<file path="src/hw/mac_pkg.sv">
package mac_pkg;

  // Datapath widths
  localparam int OPERAND_W  = 16;
  localparam int PROD_W     = 2 * OPERAND_W;
  localparam int ACC_W      = 40;
  localparam int CFG_W      = 16;

  // Result buffering and flow control
  localparam int FIFO_DEPTH = 8;
  localparam int PTR_W      = $clog2(FIFO_DEPTH);
  localparam int CREDIT_W   = 4;

  typedef logic signed [OPERAND_W-1:0] operand_t;
  typedef logic signed [PROD_W-1:0]    prod_t;
  typedef logic signed [ACC_W-1:0]     acc_t;
  typedef logic [CFG_W-1:0]            count_t;

  // One beat of the input stream
  typedef struct packed {
    operand_t a;
    operand_t b;
    logic     last;
  } in_beat_t;

  // Per-beat control for the MAC slice
  typedef struct packed {
    logic fire;
    logic restart;
    logic emit;
  } mac_ctrl_t;

  typedef enum logic {
    MODE_DOT     = 1'b0,
    MODE_PRODUCT = 1'b1
  } mac_mode_e;

  // Register map
  localparam logic [1:0] REG_CTRL  = 2'd0;
  localparam logic [1:0] REG_COUNT = 2'd1;

endpackage

</file>
<file path="src/hw/mac_cfg_regs.sv">
`timescale 1ns/1ps

module mac_cfg_regs import mac_pkg::*; (
  input  logic             clk,
  input  logic             rst,

  // Config port
  input  logic             cfg_wr_en,
  input  logic [1:0]       cfg_addr,
  input  logic [CFG_W-1:0] cfg_wdata,
  output logic [CFG_W-1:0] cfg_rdata,

  // Status from the datapath
  input  logic             busy,
  input  logic             out_fire,

  // Control to the datapath
  output logic             enable,
  output mac_mode_e        mode
);

  count_t    delivered;
  logic      ctrl_wr;

  assign ctrl_wr = cfg_wr_en && (cfg_addr == REG_CTRL);

  // Control bits
  always_ff @(posedge clk) begin
    if (rst) begin
      enable <= 1'b0;
      mode   <= MODE_DOT;
    end else if (ctrl_wr) begin
      enable <= cfg_wdata[0];
      // Mode stays put while a vector is open
      if (!busy) begin
        mode <= mac_mode_e'(cfg_wdata[1]);
      end
    end
  end

  // Delivered results, wraps at 16 bits
  always_ff @(posedge clk) begin
    if (rst) begin
      delivered <= '0;
    end else if (out_fire) begin
      delivered <= delivered + 1'b1;
    end
  end

  // Read decode
  always_comb begin
    cfg_rdata = '0;
    case (cfg_addr)
      REG_CTRL: begin
        cfg_rdata[0] = enable;
        cfg_rdata[1] = mode;
      end
      REG_COUNT: begin
        cfg_rdata = delivered;
      end
      default: begin
        cfg_rdata = '0;
      end
    endcase
  end

endmodule

</file>
<file path="src/hw/mac_sequencer.sv">
`timescale 1ns/1ps

module mac_sequencer import mac_pkg::*; (
  input  logic      clk,
  input  logic      rst,

  // Configuration
  input  logic      enable,
  input  mac_mode_e mode,

  // Input stream
  input  logic      in_valid,
  input  in_beat_t  in_beat,
  output logic      in_ready,

  // Credit return from the result FIFO
  input  logic      pop,

  // Per-beat control and operands for the slice
  output mac_ctrl_t ctrl,
  output operand_t  op_a,
  output operand_t  op_b,

  output logic      busy
);

  logic [CREDIT_W-1:0] credits;
  logic                vec_open;
  logic                handshake;
  logic                take;
  logic                product_mode;

  assign product_mode = (mode == MODE_PRODUCT);

  // Room for at least one more result
  assign in_ready  = enable && (credits != '0);
  assign handshake = in_valid && in_ready;

  // Control for the slice in the handshake cycle
  always_comb begin
    ctrl.fire    = handshake;
    ctrl.restart = product_mode || !vec_open;
    ctrl.emit    = product_mode || in_beat.last;
  end

  assign op_a = in_beat.a;
  assign op_b = in_beat.b;

  // Only beats that emit a result use up a FIFO entry
  assign take = handshake && ctrl.emit;

  // Vector tracking
  // a vector stays open after a non-last beat in dot mode
  always_ff @(posedge clk) begin
    if (rst) begin
      vec_open <= 1'b0;
    end else if (handshake) begin
      vec_open <= !product_mode && !in_beat.last;
    end
  end

  assign busy = vec_open;

  // Free entries in the result FIFO
  always_ff @(posedge clk) begin
    if (rst) begin
      credits <= CREDIT_W'(FIFO_DEPTH);
    end else begin
      case ({take, pop})
        2'b10: begin
          credits <= credits - 1'b1;
        end
        2'b01: begin
          credits <= credits + 1'b1;
        end
        default: begin
          credits <= credits;
        end
      endcase
    end
  end

endmodule

</file>
<file path="src/hw/mac_dsp_slice.sv">
`timescale 1ns/1ps

module mac_dsp_slice import mac_pkg::*; (
  input  logic      clk,
  input  logic      rst,

  // Beat in
  input  mac_ctrl_t ctrl,
  input  operand_t  op_a,
  input  operand_t  op_b,

  // Result out
  output logic      result_valid,
  output acc_t      result
);

  // Stage 0 operand registers
  operand_t  op_a_q;
  operand_t  op_b_q;

  // Stage 1 product register
  prod_t     prod_q;
  acc_t      prod_ext;

  // Stage 2 accumulator
  acc_t      acc_q;
  acc_t      acc_base;

  // Control delayed alongside the data
  mac_ctrl_t ctrl_q0;
  mac_ctrl_t ctrl_q1;

  // Stage clock enables
  logic      ce_in;
  logic      ce_mlt;
  logic      ce_acc;

  assign ce_in  = ctrl.fire;
  assign ce_mlt = ctrl_q0.fire;
  assign ce_acc = ctrl_q1.fire;

  always_ff @(posedge clk) begin
    if (rst) begin
      ctrl_q0      <= '0;
      ctrl_q1      <= '0;
      result_valid <= 1'b0;
    end else begin
      ctrl_q0      <= ctrl;
      ctrl_q1      <= ctrl_q0;
      result_valid <= ctrl_q1.fire && ctrl_q1.emit;
    end
  end

  // Multiplier inputs
  always_ff @(posedge clk) begin
    if (ce_in) begin
      op_a_q <= op_a;
      op_b_q <= op_b;
    end
  end

  // Full-width signed product
  always_ff @(posedge clk) begin
    if (ce_mlt) begin
      prod_q <= op_a_q * op_b_q;
    end
  end

  assign prod_ext = {{(ACC_W - PROD_W){prod_q[PROD_W-1]}}, prod_q};

  // Restart loads the product, otherwise the old sum is kept
  always_comb begin
    if (ctrl_q1.restart) begin
      acc_base = '0;
    end else begin
      acc_base = acc_q;
    end
  end

  always_ff @(posedge clk) begin
    if (ce_acc) begin
      acc_q <= acc_base + prod_ext;
    end
  end

  assign result = acc_q;

endmodule

</file>
<file path="src/hw/result_fifo.sv">
`timescale 1ns/1ps

module result_fifo import mac_pkg::*; (
  input  logic clk,
  input  logic rst,

  // Write side from the slice
  input  logic push,
  input  acc_t push_data,

  // Output stream
  output logic out_valid,
  output acc_t out_data,
  input  logic out_ready,

  // Output transfer, used for credits and the counter
  output logic pop
);

  acc_t                mem [FIFO_DEPTH];
  logic [PTR_W-1:0]    wr_ptr;
  logic [PTR_W-1:0]    rd_ptr;
  logic [CREDIT_W-1:0] count;

  assign out_valid = (count != '0);
  assign out_data  = mem[rd_ptr];
  assign pop       = out_valid && out_ready;

  // Storage
  always_ff @(posedge clk) begin
    if (push) begin
      mem[wr_ptr] <= push_data;
    end
  end

  // Pointers wrap on their own since the depth is a power of two
  always_ff @(posedge clk) begin
    if (rst) begin
      wr_ptr <= '0;
      rd_ptr <= '0;
    end else begin
      if (push) begin
        wr_ptr <= wr_ptr + 1'b1;
      end
      if (pop) begin
        rd_ptr <= rd_ptr + 1'b1;
      end
    end
  end

  // Occupancy
  always_ff @(posedge clk) begin
    if (rst) begin
      count <= '0;
    end else begin
      case ({push, pop})
        2'b10: begin
          count <= count + 1'b1;
        end
        2'b01: begin
          count <= count - 1'b1;
        end
        default: begin
          count <= count;
        end
      endcase
    end
  end

endmodule

</file>
<file path="src/hw/mac_stream_top.sv">
`timescale 1ns/1ps

module mac_stream_top import mac_pkg::*; (
  input  logic             clk,
  input  logic             rst,

  // Config port
  input  logic             cfg_wr_en,
  input  logic [1:0]       cfg_addr,
  input  logic [CFG_W-1:0] cfg_wdata,
  output logic [CFG_W-1:0] cfg_rdata,

  // Input stream
  input  logic             in_valid,
  input  in_beat_t         in_beat,
  output logic             in_ready,

  // Output stream
  output logic             out_valid,
  output acc_t             out_data,
  input  logic             out_ready
);

  logic      enable;
  mac_mode_e mode;
  logic      busy;
  logic      pop;

  mac_ctrl_t ctrl;
  operand_t  op_a;
  operand_t  op_b;

  logic      result_valid;
  acc_t      result;

  mac_cfg_regs u_regs (
    .clk       (clk),
    .rst       (rst),
    .cfg_wr_en (cfg_wr_en),
    .cfg_addr  (cfg_addr),
    .cfg_wdata (cfg_wdata),
    .cfg_rdata (cfg_rdata),
    .busy      (busy),
    .out_fire  (pop),
    .enable    (enable),
    .mode      (mode)
  );

  mac_sequencer u_seq (
    .clk      (clk),
    .rst      (rst),
    .enable   (enable),
    .mode     (mode),
    .in_valid (in_valid),
    .in_beat  (in_beat),
    .in_ready (in_ready),
    .pop      (pop),
    .ctrl     (ctrl),
    .op_a     (op_a),
    .op_b     (op_b),
    .busy     (busy)
  );

  mac_dsp_slice u_slice (
    .clk          (clk),
    .rst          (rst),
    .ctrl         (ctrl),
    .op_a         (op_a),
    .op_b         (op_b),
    .result_valid (result_valid),
    .result       (result)
  );

  // Results buffered until the consumer takes them
  result_fifo u_fifo (
    .clk       (clk),
    .rst       (rst),
    .push      (result_valid),
    .push_data (result),
    .out_valid (out_valid),
    .out_data  (out_data),
    .out_ready (out_ready),
    .pop       (pop)
  );

endmodule

</file>
<file path="config.mk">
export PLATFORM = sky130hd
export DESIGN_NAME = mac_stream_top
export DESIGN_NICKNAME = d
export VERILOG_FILES = /design/src/hw/mac_pkg.sv /design/src/hw/mac_cfg_regs.sv /design/src/hw/mac_sequencer.sv /design/src/hw/mac_dsp_slice.sv /design/src/hw/result_fifo.sv /design/src/hw/mac_stream_top.sv
export SDC_FILE = /design/constraint.sdc
export NUM_CORES = 1
export LEC_CHECK = 0
export ABC_AREA = 1
export BUFFER_PORTS_ARGS = -buffer_cell sky130_fd_sc_hd__buf_2
export CAP_MARGIN = 0
export CORE_MARGIN = 4
export CORE_UTILIZATION = 40
export DETAILED_ROUTE_END_ITERATION = 8
export PLACE_DENSITY = 0.65
export SYNTH_ARGS = -nofsm -noshare
export SYNTH_HDL_FRONTEND = slang
export SYNTH_HIERARCHICAL = 1
export SYNTH_SLANG_ARGS = --single-unit
</file>
<file path="constraint.sdc">
create_clock -name clk -period 13.9 [get_ports clk]
set_input_delay 2.085 -clock clk [delete_from_list [all_inputs] [get_ports clk]]
set_output_delay 2.085 -clock clk [all_outputs]
set_load 0.1 [all_outputs]
</file>
**After elaboration in Yosys (flattened, before gate mapping)**

Memories as Yosys holds them, arrays and structs flattened. A register that Yosys moved wholly into a read port is not among the register bits.
Cells that the tools add are included.
W data, S select, Z words.

- Output and inout bits: 58
- Memories kept: 1
- Bits in registers: 144
- Input port bits: 56
- Bits in writable memories: 320
- Word-level logic and storage cells: 62

- Multipliers: 1
- Bitwise operators: 1
- Equality and inequality tests: 5
- Muxes and demuxes: 9
- Add/subtract/negate cells: 8
- Reductions and logical operators: 18

Memory list:

| memory | depth | bits a word | read ports | clocked after Yosys merged registers in | write ports | line | source |
|---|---|---|---|---|---|---|---|
| u_fifo.mem | 8 | 40 | 1 | 1 | 1 | result_fifo.sv:20 | `acc_t mem [FIFO_DEPTH];` |

Operator list:

| cell | count |
|---|---|
| $add A40 B32 Y40 | 1 |
| $mux W40 | 1 |
| $mul A16 B16 Y32 | 1 |
| $add A16 B1 Y16 const B | 1 |
| $pmux W4 S2 | 2 |
| $mux W14 | 1 |
| $add A4 B1 Y4 const B | 2 |
| $reduce_bool A4 Y1 | 2 |
| $sub A4 B1 Y4 const B | 2 |
| $logic_and A1 B1 Y1 | 7 |
| $add A3 B1 Y3 const B | 2 |
| $eq A2 B1 Y1 const B | 3 |
| $mux W3 | 2 |
| $eq A2 B2 Y1 const B | 2 |
| $pmux W2 S2 | 1 |
| $reduce_bool A2 Y1 | 2 |
| $logic_not A1 Y1 | 3 |
| $logic_not A2 Y1 | 1 |
| $logic_or A1 B1 Y1 | 2 |
| $mux W1 | 2 |
| $reduce_and A2 Y1 | 1 |
| $not A1 Y1 | 1 |

**Logic depth before layout (Yosys ltp)**

- Word-level depth: 6
- Mapped depth: 28
- Gate-level depth less buffers: 26

**Cells and area by module**

The synthesis kept the hierarchy.

Modules (own cells, without submodules):

| module | times used | sequential area each (um^2) | area an instance (um^2) | cells an instance |
|---|---|---|---|---|
| mac_dsp_slice | 1 | 3263.1 | 17639.4 | 2344 |
| result_fifo | 1 | 9869.5 | 13360.3 | 988 |
| mac_cfg_regs | 1 | 360.3 | 1024.7 | 159 |
| mac_sequencer | 1 | 100.1 | 610.6 | 87 |

**Worst setup path after synthesis**

Ideal clock, no wire load.

- Path type: in2out
- Start point: input cfg_addr[1]
- End point: output cfg_rdata[0]
- Required time: 11.815 ns
- Buffers on the path: 0
- Arrival time: 4.404 ns
- Cell stages on the path: 3
- Path slack: 7.411 ns
- Cell sequence: inv_1 -> nand2_1 -> o21ai_0

- Word-level cells in the longest chain between the ends: 2
- Elaborated cells on any way between the ends: 3
- Classes of those cells: eq/ne: 1; mux: 1; reduce/logical: 1

RTL lines:

| item | line | source |
|---|---|---|
| start: declaration | mac_stream_top.sv:9 | `input logic [1:0] cfg_addr,` |
| $eq A2 B1 Y1 or $logic_not A2 Y1 (tied branches) | mac_cfg_regs.sv:53 | `case (cfg_addr)` |
| $pmux W2 S2 (*) | mac_cfg_regs.sv:53 |  |
| end: declaration | mac_stream_top.sv:11 | `output logic [CFG_W-1:0] cfg_rdata,` |

Every way passes the cells marked *; elsewhere a longest branch is shown, timed or not.

**Worst setup path in the final report**

- Start point: register u_slice.op_b_q[1]
- End point: register u_slice.prod_q[31], data pin

- Word-level cells in the longest chain between the ends: 1

RTL lines:

| item | line | source |
|---|---|---|
| start: declaration | mac_dsp_slice.sv:19 | `operand_t op_b_q;` |
| start signal: assignment | mac_dsp_slice.sv:58 | `op_b_q <= op_b;` |
| $mul A16 B16 Y32 | mac_dsp_slice.sv:65 | `prod_q <= op_a_q * op_b_q;` |
| end signal: assignment | mac_dsp_slice.sv:65 |  |
| end: declaration | mac_dsp_slice.sv:22 | `prod_t prod_q;` |

No other way between the ends.
A chain may end at the register's enable or synchronous reset.

==> metrics.md <==
| Metric | Value |
|---|---|
| Reg area | 13600 sq um |
| Setup violators final | 0 |
| Adder-cell share of the synthesized area | 21.2% |
| Critical path data arrival time | 6.68 ns |
| Worst setup SP type | flip-flop |
| Final core occ | 43.8% |
| Die W | 294 microns |
| Minimum clock period | 6.34 ns |
| Gr usage total | 17.3% |
| Period utilization | 45.6% |
| Total number of yosys warnings | 6 |
| Unrepaired setup endpoints after global routing | false |
| 1st-iter DRT viols | 1433 |
| Unique masters post-synth | 46 |
| Die area | 86200 sq um |
| Global route overflow | 0 |
| Fmax achieved | 158 MHz |
| Ys async rst share | 0% |
| Setup CP Type | reg2reg |
| Pre-antenna DRT Iters | 5 |
| Clock transition at path regs | 0.06 ns |
| Cts bufs inserted | 51 |
| Worst slew pin tran | 1.09 ns |
| Via-per-instance ratio | 4.82 |
| Synth area leader | edfxtp_1 |
| Path depth of the worst reg2reg path | 20 |
| Largest family of logic cells by synthesized area | adder cells |
| Worst rel slew slack | 27.6% |
| WL met2 | 35900 microns |
| Multi-input gate area | 15300 sq um |
| Met3 routed WL | 3880 microns |
| Row Count | 104 |
| Max cap viols | 0 |
| Syn Area/Cell | 9.12 sq um |
| Post-synthesis mux area share | 1.23% |
| Fillers | 7809 |
| Synth-to-Final Area Change | 8.29% |
| Slew Limit Fails | 0 |
| Setup Skew | 0.0390 ns |
| HP Class | reg2reg |
| GPL Wtd Cong | 0.940 |
| Post_cts resized | 0 |
| Pin count of the biggest net entering global routing | 82 |
| Post-synth EDFFs | 424 |
| Clock Path Buffers | 3 |
| Required @ worst endpoint | 14.23 ns |
| Vias | 22600 |
| DPL Wire Length | 52400 microns |
| Mapped Area | 32600 sq um |
| Clk sinks | 467 |
| Simple logic cell fraction of the synthesized area | 17.7% |
| Worst Path Max Fanout | 16 |
| DR top layer | met4 |
| Final Hold Vio Count | 0 |
| Root Driver | clkbuf_16 |
| Status | complete, no violations |
| DRT met1 WL | 32200 microns |
| Share of layout cells above drive strength 1 | 8.50% |
| Synth Net Count | 4028 |
| Cts hold-fix bufs | 0 |
| Area of the core | 80700 sq um |
| CTS tree | built |
| Cells after DPL | 4601 |
| Slowest stage delay, CP | 0.86 ns |
| Total wire length | 73500 microns |
| H-Tree Depth | 2 |
| Routed WL per cell | 15.7 microns |
| Slowest stage cell, crit path | fa_1 |
| Ports | 114 |
| Post-route ant nets | 0 |
| Vias in the first global route | 23000 |
| CP dominant cell by count | fa_1 |
| Power Dens Cells | 198 nW/um^2 |
| Peak VDD IR | 0.153 mV |
| Synth Instances | 3578 |
| CP cell instances | nand2_1 > inv_1 > fa_1 > fa_1 > fa_1 > fa_1 > inv_1 > fa_1 > fa_1 > inv_1 > ha_1 > nand2_1 > nor2_1 > nand2_1 > nor3_1 > nand2_2 > inv_1 > nor2_1 > nand2_1 > nand2_1 |
| Area fraction in compound gates after synthesis | 5.42% |
| DRC Markers | 0 |
| Top FF cell, synth | edfxtp_1 |
| Port Buffer Count | 99 |
| WHS Path Cells | 2 |
| Worst skew pair latency | 0.61 ns |
| Initial antenna violation count | 0 |
| Sequential share of the synthesized area | 41.7% |
| Die H | 294 microns |
| Antenna diodes | 0 |
| Synth Register Bits | 467 |
| Synth top area share | 39.0% |
| Non-filler cells, final | 4696 |
| Postcts setup bufs | 0 |
| Final net count | 4044 |
| Synth area leaders | edfxtp_1, fa_1, nand2_1 |
| Post-synthesis xor/xnor area fraction | 1.34% |
| Leakage power figure | 0.0166 uW |
| Setup TNS | 0 ns |
| Initial core utilization | 40.5% |
| Setup crit end kind | flip-flop |
| First-pass GRT wire length | 120000 microns |
stage by stage:
stage | power [uW] | setup slack [ns] | hold slack (ns) | instance area, sq um
2_1_floorplan | 4850 | 7.41 | 0.388 | 32600
3_3_place_gp | 5650 | 7.55 | 0.399 | 33700
3_5_place_dp | 5710 | 7.54 | 0.400 | 33700
4_1_cts | 7070 | 7.49 | 0.410 | 35300
5_1_grt | 7620 | 7.19 | 0.430 | 35300
6_report | 6990 | 7.56 | 0.405 | 35300
metal layers:
metal | track usage, % | up-vias
met5 | 0 | -
met4 | 4.47 | 0
met3 | 2.53 | 114
met2 | 30.5 | 491
met1 | 22.5 | 10900
li1 | - | 11100
state kept, by name (all words and copies together), names as in the netlist, 4 cells and up, named ones only:
name              flops
u_slice/prod_q       32
u_seq/credits         4
u_fifo/mem          320
u_slice/op_b_q       16
u_regs/delivered     16
u_fifo/count          4
u_slice/op_a_q       16
u_slice/result       40
layout make-up:
class / instances / area share (%)
Inverter: 734 / 7.80
Tap cell: 1060 / 3.75
Clock buffer: 64 / 3.75
Sequential cell: 467 / 38.5
Multi-Input combinational cell: 2221 / 43.4
Timing Repair Buffer: 119 / 1.83
Clock inverter: 31 / 0.959
final timing paths:
path                                  from                       endpoint  slack, ns
max            u_slice/op_b_q[1]$_DFFE_PP_   u_slice/prod_q[31]$_DFFE_PP_       7.56
min          u_slice/ctrl_q0[0]$_SDFF_PP0_  u_slice/ctrl_q1[0]$_SDFF_PP0_       0.41
max reg2reg    u_slice/op_b_q[1]$_DFFE_PP_   u_slice/prod_q[31]$_DFFE_PP_       7.56
min reg2reg  u_slice/ctrl_q0[0]$_SDFF_PP0_  u_slice/ctrl_q1[0]$_SDFF_PP0_       0.41
power breakdown:
group          switching, uW  internal (uW)
sequential              93.2           1670
clock                    553            776
combinational           2670           1230
critical path, delay by kind of cell (launching register included):
family	cells	cell delay [ns]
fa+ha+maj	7	3.98
buf+inv	4	0.32
flops	1	0.81
simple gates	9	0.97
cells by family (layout without fill, tap and decap cells):
family	count (synthesis)	count (layout)
and+or+nand+nor	1406	1406
AOI/OAI and AO/OA	331	331
xor gates and xnor gates	50	50
buffers and inverters	890	948
muxes	40	40
adders and majority gates	394	394
DFF	467	467
layout by cell type (no fill, tap or decap), types with 19 or more instances in the layout:
cell / count
dfxtp_1: 39
nand4_1: 25
xor2_1: 40
o21ai_0: 111
nor2_1: 318
inv_1: 727
nand2_1: 869
a21oi_1: 74
nor2_2: 59
edfxtp_1: 424
clkbuf_16: 51
ha_1: 130
mux2i_1: 40
o21ai_1: 85
nand2_2: 19
buf_4: 20
buf_2: 99
nand3_1: 75
fa_1: 264
o22ai_1: 40
synth_stat cells, types with 2 or more instances:
| cell | number |
|---|---|
| nand2_1 | 869 |
| inv_1 | 727 |
| edfxtp_1 | 424 |
| nor2_1 | 326 |
| fa_1 | 264 |
| ha_1 | 130 |
| o21ai_0 | 111 |
| o21ai_1 | 85 |
| nand3_1 | 75 |
| a21oi_1 | 74 |
| clkbuf_1 | 73 |
| nor2_2 | 59 |
| buf_4 | 47 |
| dfxtp_1 | 43 |
| mux2i_1 | 40 |
| o22ai_1 | 40 |
| xor2_1 | 40 |
| nand4_1 | 25 |
| nand2_2 | 19 |
| buf_2 | 15 |
| nor3_1 | 11 |
| xnor2_1 | 10 |
| buf_12 | 9 |
| nand3_2 | 9 |
| o21bai_1 | 9 |
| dlymetal6s2s_1 | 6 |
| a21oi_2 | 5 |
| inv_2 | 4 |
| or2_1 | 4 |
| or2_2 | 3 |
| a21boi_0 | 2 |
| a21o_1 | 2 |
| buf_1 | 2 |
| buf_6 | 2 |
| clkbuf_4 | 2 |
| clkinv_1 | 2 |
(Power assumes the default switching activity.)
